<file path="src/logic/flip_pkg.sv">
/*
 * Sizes and shared types of the flip manager.
 * Icon addresses are one bit wider than an index so that "last plus one" fits.
 */
`default_nettype none

package flip_pkg;

    // Spin vector width and spin FIFO depth
    localparam int NUM_SPIN = 16;
    localparam int SPIN_DEPTH = 2;
    localparam int SPIN_PTR_BITS = (SPIN_DEPTH > 1) ? $clog2(SPIN_DEPTH) : 1;
    localparam int SPIN_CNT_BITS = $clog2(SPIN_DEPTH + 1);

    // Signed total energy
    localparam int ENERGY_BITS = 16;

    // Icon memory size and address width
    localparam int ICON_DEPTH = 8;
    localparam int ICON_ADDR_BITS = $clog2(ICON_DEPTH) + 1;

    typedef logic [NUM_SPIN-1:0] spin_t;
    typedef logic signed [ENERGY_BITS-1:0] energy_t;
    typedef logic [ICON_ADDR_BITS-1:0] icon_addr_t;

    // Start value of the best energy, most positive signed number
    localparam energy_t ENERGY_MAX = energy_t'({1'b0, {(ENERGY_BITS-1){1'b1}}});

    // Computation phase of the controller
    typedef enum logic [1:0] {
        CMPT_IDLE,
        CMPT_BUSY,
        CMPT_WAIT_LAST
    } cmpt_state_t;

endpackage

`default_nettype wire

</file>
<file path="src/logic/spin_push_if.sv">
/*
 * One spin push into the spin FIFO path.
 * Transfer on valid and ready; valid, spin and none hold until then.
 */
`timescale 1ns/1ps
`default_nettype none

interface spin_push_if;

    logic valid;
    flip_pkg::spin_t spin;
    // High means repeat the last real spin instead of spin
    logic none;
    logic ready;

    modport source (output valid, output spin, output none, input ready);

    modport sink (input valid, input spin, input none, output ready);

endinterface

`default_nettype wire

</file>
<file path="src/logic/energy_fifo_maintainer.sv">
/*
 * Best energy tracking with a single output slot.
 * Best energy starts from the most positive value on each cmpt_en_i pulse.
 * Equal energy counts as worse and gives a none push.
 */
`timescale 1ns/1ps
`default_nettype none

module energy_fifo_maintainer (
    input  wire logic              clk_i,
    input  wire logic              rst_n_i,
    input  wire logic              en_i,
    input  wire logic              flush_i,
    input  wire logic              cmpt_en_i,
    input  wire logic              en_comparison_i,
    input  wire logic              cmpt_idle_i,
    input  wire logic              energy_valid_i,
    input  wire flip_pkg::energy_t energy_i,
    input  wire flip_pkg::spin_t   spin_i,
    output logic                   energy_ready_o,
    spin_push_if.source            src_push
);

    logic slot_valid_q;
    logic slot_none_q;
    flip_pkg::spin_t slot_spin_q;
    flip_pkg::energy_t best_q;

    logic energy_fire;
    logic push_fire;
    logic better;

    // Accept only with an empty slot and a computation running
    assign energy_ready_o = en_i & ~slot_valid_q & ~cmpt_idle_i;
    assign energy_fire = energy_valid_i & energy_ready_o;
    assign push_fire = src_push.valid & src_push.ready;

    // Strictly lower wins
    assign better = (energy_i < best_q);

    assign src_push.valid = slot_valid_q;
    assign src_push.spin = slot_spin_q;
    assign src_push.none = slot_none_q;

    // Slot occupancy and best energy
    always_ff @(posedge clk_i or negedge rst_n_i) begin
        if (!rst_n_i) begin
            slot_valid_q <= 1'b0;
            best_q <= flip_pkg::ENERGY_MAX;
        end else if (flush_i) begin
            slot_valid_q <= 1'b0;
            best_q <= flip_pkg::ENERGY_MAX;
        end else if (en_i) begin
            if (energy_fire) begin
                slot_valid_q <= 1'b1;
            end else if (push_fire) begin
                slot_valid_q <= 1'b0;
            end
            if (cmpt_en_i && cmpt_idle_i) begin
                best_q <= flip_pkg::ENERGY_MAX;
            end else if (energy_fire && en_comparison_i && better) begin
                best_q <= energy_i;
            end
        end
    end

    // Slot payload
    // Without comparison every spin is a real push
    always_ff @(posedge clk_i) begin
        if (en_i && energy_fire) begin
            slot_spin_q <= spin_i;
            slot_none_q <= en_comparison_i & ~better;
        end
    end

endmodule

`default_nettype wire

</file>
<file path="src/logic/flip_controller.sv">
/*
 * Computation phase FSM and push arbiter in front of the spin FIFO.
 * Host pushes are accepted only in CMPT_IDLE, energy pushes only outside it.
 */
`timescale 1ns/1ps
`default_nettype none

module flip_controller (
    input  wire logic            clk_i,
    input  wire logic            rst_n_i,
    input  wire logic            en_i,
    input  wire logic            flush_i,
    input  wire logic            cmpt_en_i,
    input  wire logic            icon_finish_i,
    input  wire logic            spin_configure_valid_i,
    input  wire logic            spin_configure_push_none_i,
    input  wire flip_pkg::spin_t spin_configure_i,
    output logic                 spin_configure_ready_o,
    spin_push_if.sink            src_push,
    spin_push_if.source          fifo_push,
    output logic                 cmpt_idle_o
);

    flip_pkg::cmpt_state_t state_q;
    flip_pkg::cmpt_state_t state_d;
    logic fifo_fire;

    assign fifo_fire = fifo_push.valid & fifo_push.ready;
    assign cmpt_idle_o = (state_q == flip_pkg::CMPT_IDLE);

    // Next state
    always_comb begin
        state_d = state_q;
        case (state_q)
            flip_pkg::CMPT_IDLE: if (cmpt_en_i) state_d = flip_pkg::CMPT_BUSY;
            // Last icon output accepted downstream
            flip_pkg::CMPT_BUSY: if (icon_finish_i) state_d = flip_pkg::CMPT_WAIT_LAST;
            // Final energy returned and pushed back
            flip_pkg::CMPT_WAIT_LAST: if (fifo_fire) state_d = flip_pkg::CMPT_IDLE;
            default: state_d = flip_pkg::CMPT_IDLE;
        endcase
    end

    always_ff @(posedge clk_i or negedge rst_n_i) begin
        if (!rst_n_i) begin
            state_q <= flip_pkg::CMPT_IDLE;
        end else if (flush_i) begin
            state_q <= flip_pkg::CMPT_IDLE;
        end else if (en_i) begin
            state_q <= state_d;
        end
    end

    // Push source select
    // Idle routes the host, otherwise the energy maintainer
    always_comb begin
        if (cmpt_idle_o) begin
            fifo_push.valid = spin_configure_valid_i;
            fifo_push.spin = spin_configure_i;
            fifo_push.none = spin_configure_push_none_i;
            spin_configure_ready_o = fifo_push.ready;
            src_push.ready = 1'b0;
        end else begin
            fifo_push.valid = src_push.valid;
            fifo_push.spin = src_push.spin;
            fifo_push.none = src_push.none;
            spin_configure_ready_o = 1'b0;
            src_push.ready = fifo_push.ready;
        end
    end

endmodule

`default_nettype wire

</file>
<file path="src/logic/flip_engine.sv">
/*
 * Flips FIFO spins with icons read from an external memory of one cycle latency.
 * Compute mode holds one base spin at a time, output valid two cycles after a take.
 * Readout mode passes spins unflipped with one cycle latency and no icon reads.
 */
`timescale 1ns/1ps
`default_nettype none

module flip_engine (
    input  wire logic                 clk_i,
    input  wire logic                 rst_n_i,
    input  wire logic                 en_i,
    input  wire logic                 flush_i,
    input  wire logic                 cmpt_en_i,
    input  wire logic                 cmpt_idle_i,
    input  wire logic                 host_readout_i,
    input  wire logic                 flip_disable_i,
    input  wire logic                 prev_valid_i,
    input  wire flip_pkg::spin_t      prev_spin_i,
    output logic                      prev_ready_o,
    output logic                      flipped_valid_o,
    output flip_pkg::spin_t           flipped_spin_o,
    input  wire logic                 flipped_ready_i,
    output logic                      flip_ren_o,
    output flip_pkg::icon_addr_t      flip_raddr_o,
    input  wire flip_pkg::spin_t      flip_rdata_i,
    input  wire flip_pkg::icon_addr_t icon_last_raddr_plus_one_i,
    output logic                      icon_finish_o
);

    flip_pkg::icon_addr_t addr_q;
    flip_pkg::spin_t base_q;
    flip_pkg::spin_t out_q;
    logic pend_q;
    logic pend_last_q;
    logic out_valid_q;
    logic out_last_q;

    logic compute_mode;
    logic readout_mode;
    logic take;
    logic out_take;
    logic addr_is_last;

    // Compute stops once all icon addresses are used
    assign compute_mode = ~cmpt_idle_i & (addr_q < icon_last_raddr_plus_one_i);
    assign readout_mode = cmpt_idle_i & host_readout_i;
    assign addr_is_last = (flip_pkg::icon_addr_t'(addr_q + 1'b1) == icon_last_raddr_plus_one_i);

    assign out_take = out_valid_q & flipped_ready_i;

    // Compute waits for an empty output; readout may stream
    always_comb begin
        prev_ready_o = 1'b0;
        if (en_i && !pend_q) begin
            if (compute_mode) begin
                prev_ready_o = ~out_valid_q;
            end else if (readout_mode) begin
                prev_ready_o = ~out_valid_q | flipped_ready_i;
            end
        end
    end

    assign take = prev_valid_i & prev_ready_o;

    // Icon read in the same cycle as the take
    assign flip_ren_o = take & compute_mode;
    assign flip_raddr_o = addr_q;

    assign flipped_valid_o = out_valid_q;
    assign flipped_spin_o = out_q;
    assign icon_finish_o = out_take & out_last_q;

    // Address counter and pipeline flags
    always_ff @(posedge clk_i or negedge rst_n_i) begin
        if (!rst_n_i) begin
            addr_q <= '0;
            pend_q <= 1'b0;
            pend_last_q <= 1'b0;
            out_valid_q <= 1'b0;
            out_last_q <= 1'b0;
        end else if (flush_i) begin
            addr_q <= '0;
            pend_q <= 1'b0;
            pend_last_q <= 1'b0;
            out_valid_q <= 1'b0;
            out_last_q <= 1'b0;
        end else if (en_i) begin
            if (cmpt_en_i && cmpt_idle_i) begin
                addr_q <= '0;
            end else if (flip_ren_o) begin
                addr_q <= addr_q + 1'b1;
            end
            // Icon data arrives while pend_q is high
            pend_q <= flip_ren_o;
            if (flip_ren_o) pend_last_q <= addr_is_last;
            if (pend_q || (take && readout_mode)) begin
                out_valid_q <= 1'b1;
                out_last_q <= pend_q & pend_last_q;
            end else if (out_take) begin
                out_valid_q <= 1'b0;
                out_last_q <= 1'b0;
            end
        end
    end

    // Base spin and output register
    always_ff @(posedge clk_i) begin
        if (en_i) begin
            if (flip_ren_o) base_q <= prev_spin_i;
            if (pend_q) begin
                out_q <= flip_disable_i ? base_q : (base_q ^ flip_rdata_i);
            end else if (take && readout_mode) begin
                out_q <= prev_spin_i;
            end
        end
    end

endmodule

`default_nettype wire

</file>
<file path="src/logic/flip_manager.sv">
/*
 * Spin flip manager top with plain ports.
 * Host loads spins only while cmpt_idle_o is high; readout uses spin_pop_*.
 * Energy returns are expected only for spins sent out on spin_pop_*.
 */
`timescale 1ns/1ps
`default_nettype none

module flip_manager (
    input  wire logic                 clk_i,
    input  wire logic                 rst_n_i,
    input  wire logic                 en_i,
    input  wire logic                 flush_i,
    input  wire logic                 en_comparison_i,

    // Computation control
    input  wire logic                 cmpt_en_i,
    output logic                      cmpt_idle_o,
    input  wire logic                 host_readout_i,

    // Host configuration pushes
    input  wire logic                 spin_configure_valid_i,
    input  wire flip_pkg::spin_t      spin_configure_i,
    input  wire logic                 spin_configure_push_none_i,
    output logic                      spin_configure_ready_o,

    // Flipped or read out spins
    output logic                      spin_pop_valid_o,
    output flip_pkg::spin_t           spin_pop_o,
    input  wire logic                 spin_pop_ready_i,

    // Energy returns
    input  wire logic                 energy_valid_i,
    output logic                      energy_ready_o,
    input  wire flip_pkg::energy_t    energy_i,
    input  wire flip_pkg::spin_t      spin_i,

    // Icon memory
    output logic                      flip_ren_o,
    output flip_pkg::icon_addr_t      flip_raddr_o,
    input  wire flip_pkg::icon_addr_t icon_last_raddr_plus_one_i,
    input  wire flip_pkg::spin_t      flip_rdata_i,

    input  wire logic                 flip_disable_i
);

    // Energy maintainer to controller, controller to FIFO
    spin_push_if src_push ();
    spin_push_if fifo_push ();

    // FIFO pop towards the engine
    logic pop_valid;
    flip_pkg::spin_t pop_spin;
    logic pop_ready;

    logic icon_finish;

    flip_controller u_flip_controller (
        .clk_i                      (clk_i),
        .rst_n_i                    (rst_n_i),
        .en_i                       (en_i),
        .flush_i                    (flush_i),
        .cmpt_en_i                  (cmpt_en_i),
        .icon_finish_i              (icon_finish),
        .spin_configure_valid_i     (spin_configure_valid_i),
        .spin_configure_push_none_i (spin_configure_push_none_i),
        .spin_configure_i           (spin_configure_i),
        .spin_configure_ready_o     (spin_configure_ready_o),
        .src_push                   (src_push),
        .fifo_push                  (fifo_push),
        .cmpt_idle_o                (cmpt_idle_o)
    );

    energy_fifo_maintainer u_energy_fifo_maintainer (
        .clk_i           (clk_i),
        .rst_n_i         (rst_n_i),
        .en_i            (en_i),
        .flush_i         (flush_i),
        .cmpt_en_i       (cmpt_en_i),
        .en_comparison_i (en_comparison_i),
        .cmpt_idle_i     (cmpt_idle_o),
        .energy_valid_i  (energy_valid_i),
        .energy_i        (energy_i),
        .spin_i          (spin_i),
        .energy_ready_o  (energy_ready_o),
        .src_push        (src_push)
    );

    spin_fifo_maintainer u_spin_fifo_maintainer (
        .clk_i       (clk_i),
        .rst_n_i     (rst_n_i),
        .en_i        (en_i),
        .flush_i     (flush_i),
        .fifo_push   (fifo_push),
        .pop_valid_o (pop_valid),
        .pop_spin_o  (pop_spin),
        .pop_ready_i (pop_ready)
    );

    flip_engine u_flip_engine (
        .clk_i                      (clk_i),
        .rst_n_i                    (rst_n_i),
        .en_i                       (en_i),
        .flush_i                    (flush_i),
        .cmpt_en_i                  (cmpt_en_i),
        .cmpt_idle_i                (cmpt_idle_o),
        .host_readout_i             (host_readout_i),
        .flip_disable_i             (flip_disable_i),
        .prev_valid_i               (pop_valid),
        .prev_spin_i                (pop_spin),
        .prev_ready_o               (pop_ready),
        .flipped_valid_o            (spin_pop_valid_o),
        .flipped_spin_o             (spin_pop_o),
        .flipped_ready_i            (spin_pop_ready_i),
        .flip_ren_o                 (flip_ren_o),
        .flip_raddr_o               (flip_raddr_o),
        .flip_rdata_i               (flip_rdata_i),
        .icon_last_raddr_plus_one_i (icon_last_raddr_plus_one_i),
        .icon_finish_o              (icon_finish)
    );

endmodule

`default_nettype wire

</file>
<file path="src/logic/spin_fifo_maintainer.sv">
/*
 * Circular spin FIFO of SPIN_DEPTH entries.
 * A none push stores a copy of the last spin pushed with none low.
 * A none push before any real push stores zeros.
 */
`timescale 1ns/1ps
`default_nettype none

module spin_fifo_maintainer (
    input  wire logic            clk_i,
    input  wire logic            rst_n_i,
    input  wire logic            en_i,
    input  wire logic            flush_i,
    spin_push_if.sink            fifo_push,
    output logic                 pop_valid_o,
    output flip_pkg::spin_t      pop_spin_o,
    input  wire logic            pop_ready_i
);

    flip_pkg::spin_t mem_q [flip_pkg::SPIN_DEPTH];
    flip_pkg::spin_t last_spin_q;
    flip_pkg::spin_t wr_spin;
    logic [flip_pkg::SPIN_PTR_BITS-1:0] wr_ptr_q;
    logic [flip_pkg::SPIN_PTR_BITS-1:0] rd_ptr_q;
    logic [flip_pkg::SPIN_CNT_BITS-1:0] count_q;
    logic push_fire;
    logic pop_fire;

    assign fifo_push.ready = en_i & (count_q != flip_pkg::SPIN_CNT_BITS'(flip_pkg::SPIN_DEPTH));
    assign pop_valid_o = (count_q != '0);
    assign pop_spin_o = mem_q[rd_ptr_q];

    assign push_fire = fifo_push.valid & fifo_push.ready;
    assign pop_fire = pop_valid_o & pop_ready_i & en_i;

    // None expands to the last real spin
    assign wr_spin = fifo_push.none ? last_spin_q : fifo_push.spin;

    // Pointers, count and last real spin
    always_ff @(posedge clk_i or negedge rst_n_i) begin
        if (!rst_n_i) begin
            wr_ptr_q <= '0;
            rd_ptr_q <= '0;
            count_q <= '0;
            last_spin_q <= '0;
        end else if (flush_i) begin
            wr_ptr_q <= '0;
            rd_ptr_q <= '0;
            count_q <= '0;
            last_spin_q <= '0;
        end else if (en_i) begin
            if (push_fire) begin
                wr_ptr_q <= (wr_ptr_q == flip_pkg::SPIN_PTR_BITS'(flip_pkg::SPIN_DEPTH - 1)) ?
                            '0 : wr_ptr_q + 1'b1;
                if (!fifo_push.none) last_spin_q <= fifo_push.spin;
            end
            if (pop_fire) begin
                rd_ptr_q <= (rd_ptr_q == flip_pkg::SPIN_PTR_BITS'(flip_pkg::SPIN_DEPTH - 1)) ?
                            '0 : rd_ptr_q + 1'b1;
            end
            // Simultaneous push and pop keeps the count
            if (push_fire && !pop_fire) begin
                count_q <= count_q + 1'b1;
            end else if (pop_fire && !push_fire) begin
                count_q <= count_q - 1'b1;
            end
        end
    end

    // Storage
    always_ff @(posedge clk_i) begin
        if (push_fire) begin
            mem_q[wr_ptr_q] <= wr_spin;
        end
    end

endmodule

`default_nettype wire

</file>
<file path="config.mk">
export PLATFORM = sky130hd
export DESIGN_NAME = flip_manager
export DESIGN_NICKNAME = d
export VERILOG_FILES = /design/src/logic/flip_pkg.sv /design/src/logic/spin_push_if.sv /design/src/logic/energy_fifo_maintainer.sv /design/src/logic/flip_controller.sv /design/src/logic/flip_engine.sv /design/src/logic/flip_manager.sv /design/src/logic/spin_fifo_maintainer.sv
export SDC_FILE = /design/constraint.sdc
export NUM_CORES = 1
export LEC_CHECK = 0
export BUFFER_PORTS_ARGS = -buffer_cell sky130_fd_sc_hd__buf_2
export CAP_MARGIN = 5
export CORE_UTILIZATION = 25
export CTS_CLUSTER_SIZE = 25
export DETAILED_ROUTE_END_ITERATION = 8
export SLEW_MARGIN = 20
export SYNTH_ARGS = -nofsm -noshare
export SYNTH_HDL_FRONTEND = slang
export SYNTH_SLANG_ARGS = --single-unit
</file>
<file path="constraint.sdc">
create_clock -name clk_i -period 3.5 [get_ports clk_i]
set_input_delay 0.7 -clock clk_i [delete_from_list [all_inputs] [get_ports clk_i]]
set_output_delay 0.7 -clock clk_i [all_outputs]
set_load 0.01 [all_outputs]
</file>
==> qor.yml <==
synthesis:
  ys_seq_area_frac: 0.5975
  yosys_warnings: 0
  synth_fp_nets: 596
  synth_area_um2: 6071
  synth_ff_type: "edfxtp_1"
  ys_async_sr_fraction: 0.3672
  synth_top_area_share: 0.4007
  avgSynthCellArea_um2: 12.24
  ys_seq_elements: 128
  yosysUniqueCellTypes: 56
  synth_edf_count: 81
  synth_cells: 496
  synth_top_cell_by_area: "edfxtp_1"
  synth_area_leaders: "edfxtp_1, dfrtp_1, dfstp_2"
setup_path:
  crit_buf_inv: 2
  crit_path_start_kind: "register"
  crit_type: "register to output pin"
  cpPeakStageDelay_ps: 420
  reg2reg_from: "u_energy_fifo_maintainer.best_q[1]"
  required_ps: 2800
  path_delay_family: "compound AO/OA/AOI/OAI gates"
  crit_chain: "ha_1, nor2b_1, o21ai_0, nand2_1, a211oi_2, buf_4, buf_2"
  critPathSlowestCell: "dfrtp_1"
  worst_ep_arrival_time_ps: 2130
  ff2ff_path_depth: 8
  cp_max_fo: 7
  r2r-end: "u_energy_fifo_maintainer.best_q[15]"
  r2r_slack_ps: 910
  crit_path_end_kind: "output pin"
min_path:
  hold_path_class: "primary input to async pin"
place:
  place_inst: 911
  io_buffers: 104
  gp_congestion: 0.7969
  hpwl_um: 9390
clocking:
  clkTransAtPathRegs_ps: 60
  clk_latency_ps: 420
  htreeDepth: 4
  ctsHoldBuffers: 0
  cts_tree: "yes"
  cts_root_buf: "clkbuf_16"
  cts_buffers: 17
  ctsResizeCount: 0
  cts_setup_buffers: 0
  cts_sinks: 128
  cts.path.max_buffers: 2
timing:
  relSlewSlack: 0.3543
  setup_tns_ps: 0
  setup_viol: 0
  tightestPinTransition_ps: 968.6
  max_freq_ghz: 0.3533
  rsz0062_at_grt: "false"
  min_period_ps: 2830
  hold_viol: 0
  finClkSkew_ps: 9.413
  fin_crit_sh: 0.8087
  slew_viol_final: 0
pwr:
  clockPowerShare: 0.486
  combPwrFrac: 0.089
  switching_power_mw: 0.9241
  power.density_nw_per_um2: 526.9
  seqPwrFrac: 0.424
  p_int_mw: 3.110
  p_sw_frac: 0.2291
  peakVddDrop_uv: 296.6
  leakagePower_nw: 3.378
die:
  die_h_um: 157.8
  row_count: 56
  start_util: 0.2571
  io_pins: 105
  die_x_um: 157.8
  die_area_um2: 24910
  core_um2: 23610
routing:
  wirelength_um: 13120
  drc_errors: 0
  wl_met3_um: 376
  drtIter0Drc: 201
  via_count: 3954
  met1Wirelength_um: 6437
  wl_met2_um: 6100
  routed.top_layer: "met4"
  wire_per_inst_um: 13.90
  antenna_left: 0
  drt-vias-per-instance: 4.189
  first_pass_iters: 4
global_routing:
  grt_pass1_wl_um: 20410
  antenna_found_initial: 1
  grt_usage: 0.1108
  grt_pass1_vias: 3840
  grt_overflow: 0
  grt_max_degree: 41
final_layout:
  layout.nets: 711
  syn_to_final_growth_pct: 26.11
  drive_above_1_share: 0.3093
  final_cells: 944
  utilization: 0.3242
status:
  outcome: "finished, final reports clean"
flow_run:
  drv_cap: 0
-- Yosys cell counts (all sizes together), types with 2 or more instances --
cell	number
a211oi	3
mux2	16
nand2b	2
nor4	5
edfxtp	81
inv	27
a21oi	45
a21o	2
nor2b	17
buf	4
nor3	4
clkbuf	15
a211o	2
dfstp	15
or3	2
nand2	13
o21ai	7
nand3	3
nor2	79
a22o	16
xnor2	22
mux2i	37
nand4	2
ha	20
o211ai	2
xor2	3
and2b	2
dfrtp	32
-- how the worst max path moves through the flow --
| stage | depth (start not counted) | startpoint | endpoint |
|---|---|---|---|
| floorplan | 6 | icon_last_raddr_plus_one_i[1] | u_flip_engine.base_q[0] |
| global placement | 8 | energy_i[1] | u_energy_fifo_maintainer.best_q[14] |
| detailed placement | 8 | energy_i[1] | u_energy_fifo_maintainer.best_q[15] |
| CTS | 7 | u_flip_engine.flip_raddr_o[1] | flip_ren_o |
| global route | 7 | u_flip_engine.flip_raddr_o[1] | flip_ren_o |
| finish | 7 | u_flip_engine.flip_raddr_o[1] | flip_ren_o |
-- routing by layer --
metal	track usage	vias to the layer above
li1	-	2017
met1	0.1465	1848
met2	0.1701	76
met3	0.02601	13
met4	0.05224	0
met5	0	-
-- metrics by stage --
stage               worst slack [ps]  hold slack [ps]  total power [mW]  area, um^2
detailed placement             636.1            493.8             2.105        6990
floorplan                      392.4            404.4             1.960        6071
CTS                            644.7            433.7             4.088        7651
finish                         669.6            444.1             4.034        7656
global placement               725.2            488.7             2.100        6990
global route                   550.3            436.3             4.191        7656
-- worst register-to-register path, delay by kind of cell, from the launching register on --
| family | cells | cell delay (ps) |
|---|---|---|
| AOI/OAI and AO/OA | 2 | 830 |
| muxes | 2 | 490 |
| DFF | 1 | 530 |
| adders and majority gates | 1 | 260 |
| and+or+nand+nor | 1 | 120 |
| buffers and inverters | 2 | 270 |
-- kinds of logic (layout without fill, tap and decap cells) --
logic type,after synthesis,after routing,synth area share
AND/OR/NAND/NOR,134,134,0.1033
flip-flops,128,128,0.5975
AO/OA/AOI/OAI,89,89,0.09604
multiplexers,53,53,0.09130
buffers and inverters,47,175,0.03463
XOR/XNOR,25,25,0.03607
adder cells (fa/ha/maj),20,20,0.04122
other,0,1,0
-- area by class of cell --
cell class | instances | area (um^2)
timing repair buffer | 116 | 610.6
antenna | 1 | 2.502
inverter | 27 | 101.3
clock inverter | 15 | 235.2
multi-input combinational | 321 | 2255
fill | 2380 | 15960
tap | 319 | 399.1
sequential | 128 | 3627
clock buffer | 17 | 425.4
-- power groups by stage --
| stage | sequential (mW) | clock (mW) | combinational, mW |
|---|---|---|---|
| detailed placement | 1.74 | 0 | 0.364 |
| global placement | 1.74 | 0 | 0.361 |
| global route | 1.72 | 2.07 | 0.406 |
| CTS | 1.71 | 2.01 | 0.368 |
| floorplan | 1.73 | 0 | 0.228 |
| finish | 1.71 | 1.96 | 0.361 |
-- sequential cells by signal, summed over array words and instances (netlist names) --
| name | flops |
|---|---|
| u_flip_controller.state_q | 2 |
| u_spin_fifo_maintainer.mem_q | 32 |
| u_energy_fifo_maintainer.src_push.spin | 16 |
| u_flip_engine.out_last_q | 1 |
| u_energy_fifo_maintainer.src_push.none | 1 |
| u_flip_engine.pend_last_q | 1 |
| u_flip_engine.flipped_spin_o | 16 |
| u_spin_fifo_maintainer.wr_ptr_q | 1 |
| u_spin_fifo_maintainer.rd_ptr_q | 1 |
| u_flip_engine.flip_raddr_o | 4 |
| u_flip_engine.flipped_valid_o | 1 |
| u_energy_fifo_maintainer.src_push.valid | 1 |
| u_energy_fifo_maintainer.best_q | 16 |
| u_spin_fifo_maintainer.last_spin_q | 16 |
| u_flip_engine.base_q | 16 |
| u_flip_engine.pend_q | 1 |
| u_spin_fifo_maintainer.count_q | 2 |
-- placed cells by master, fill, tap and decap left out, types with 5 or more instances in the layout --
master and count:
mux2i_1 35, clkinv_4 5, nor2_1 77, dfstp_2 15, edfxtp_1 81, nor2b_1 17
nand2_1 13, xnor2_1 22, bufinv_16 5, o21ai_0 7, clkbuf_16 17, buf_4 12
dfrtp_1 32, ha_1 20, a21oi_1 44, mux2_2 16, a22o_1 16, inv_1 27
buf_2 104
No activity file was read; power rests on OpenSTA's default activity.
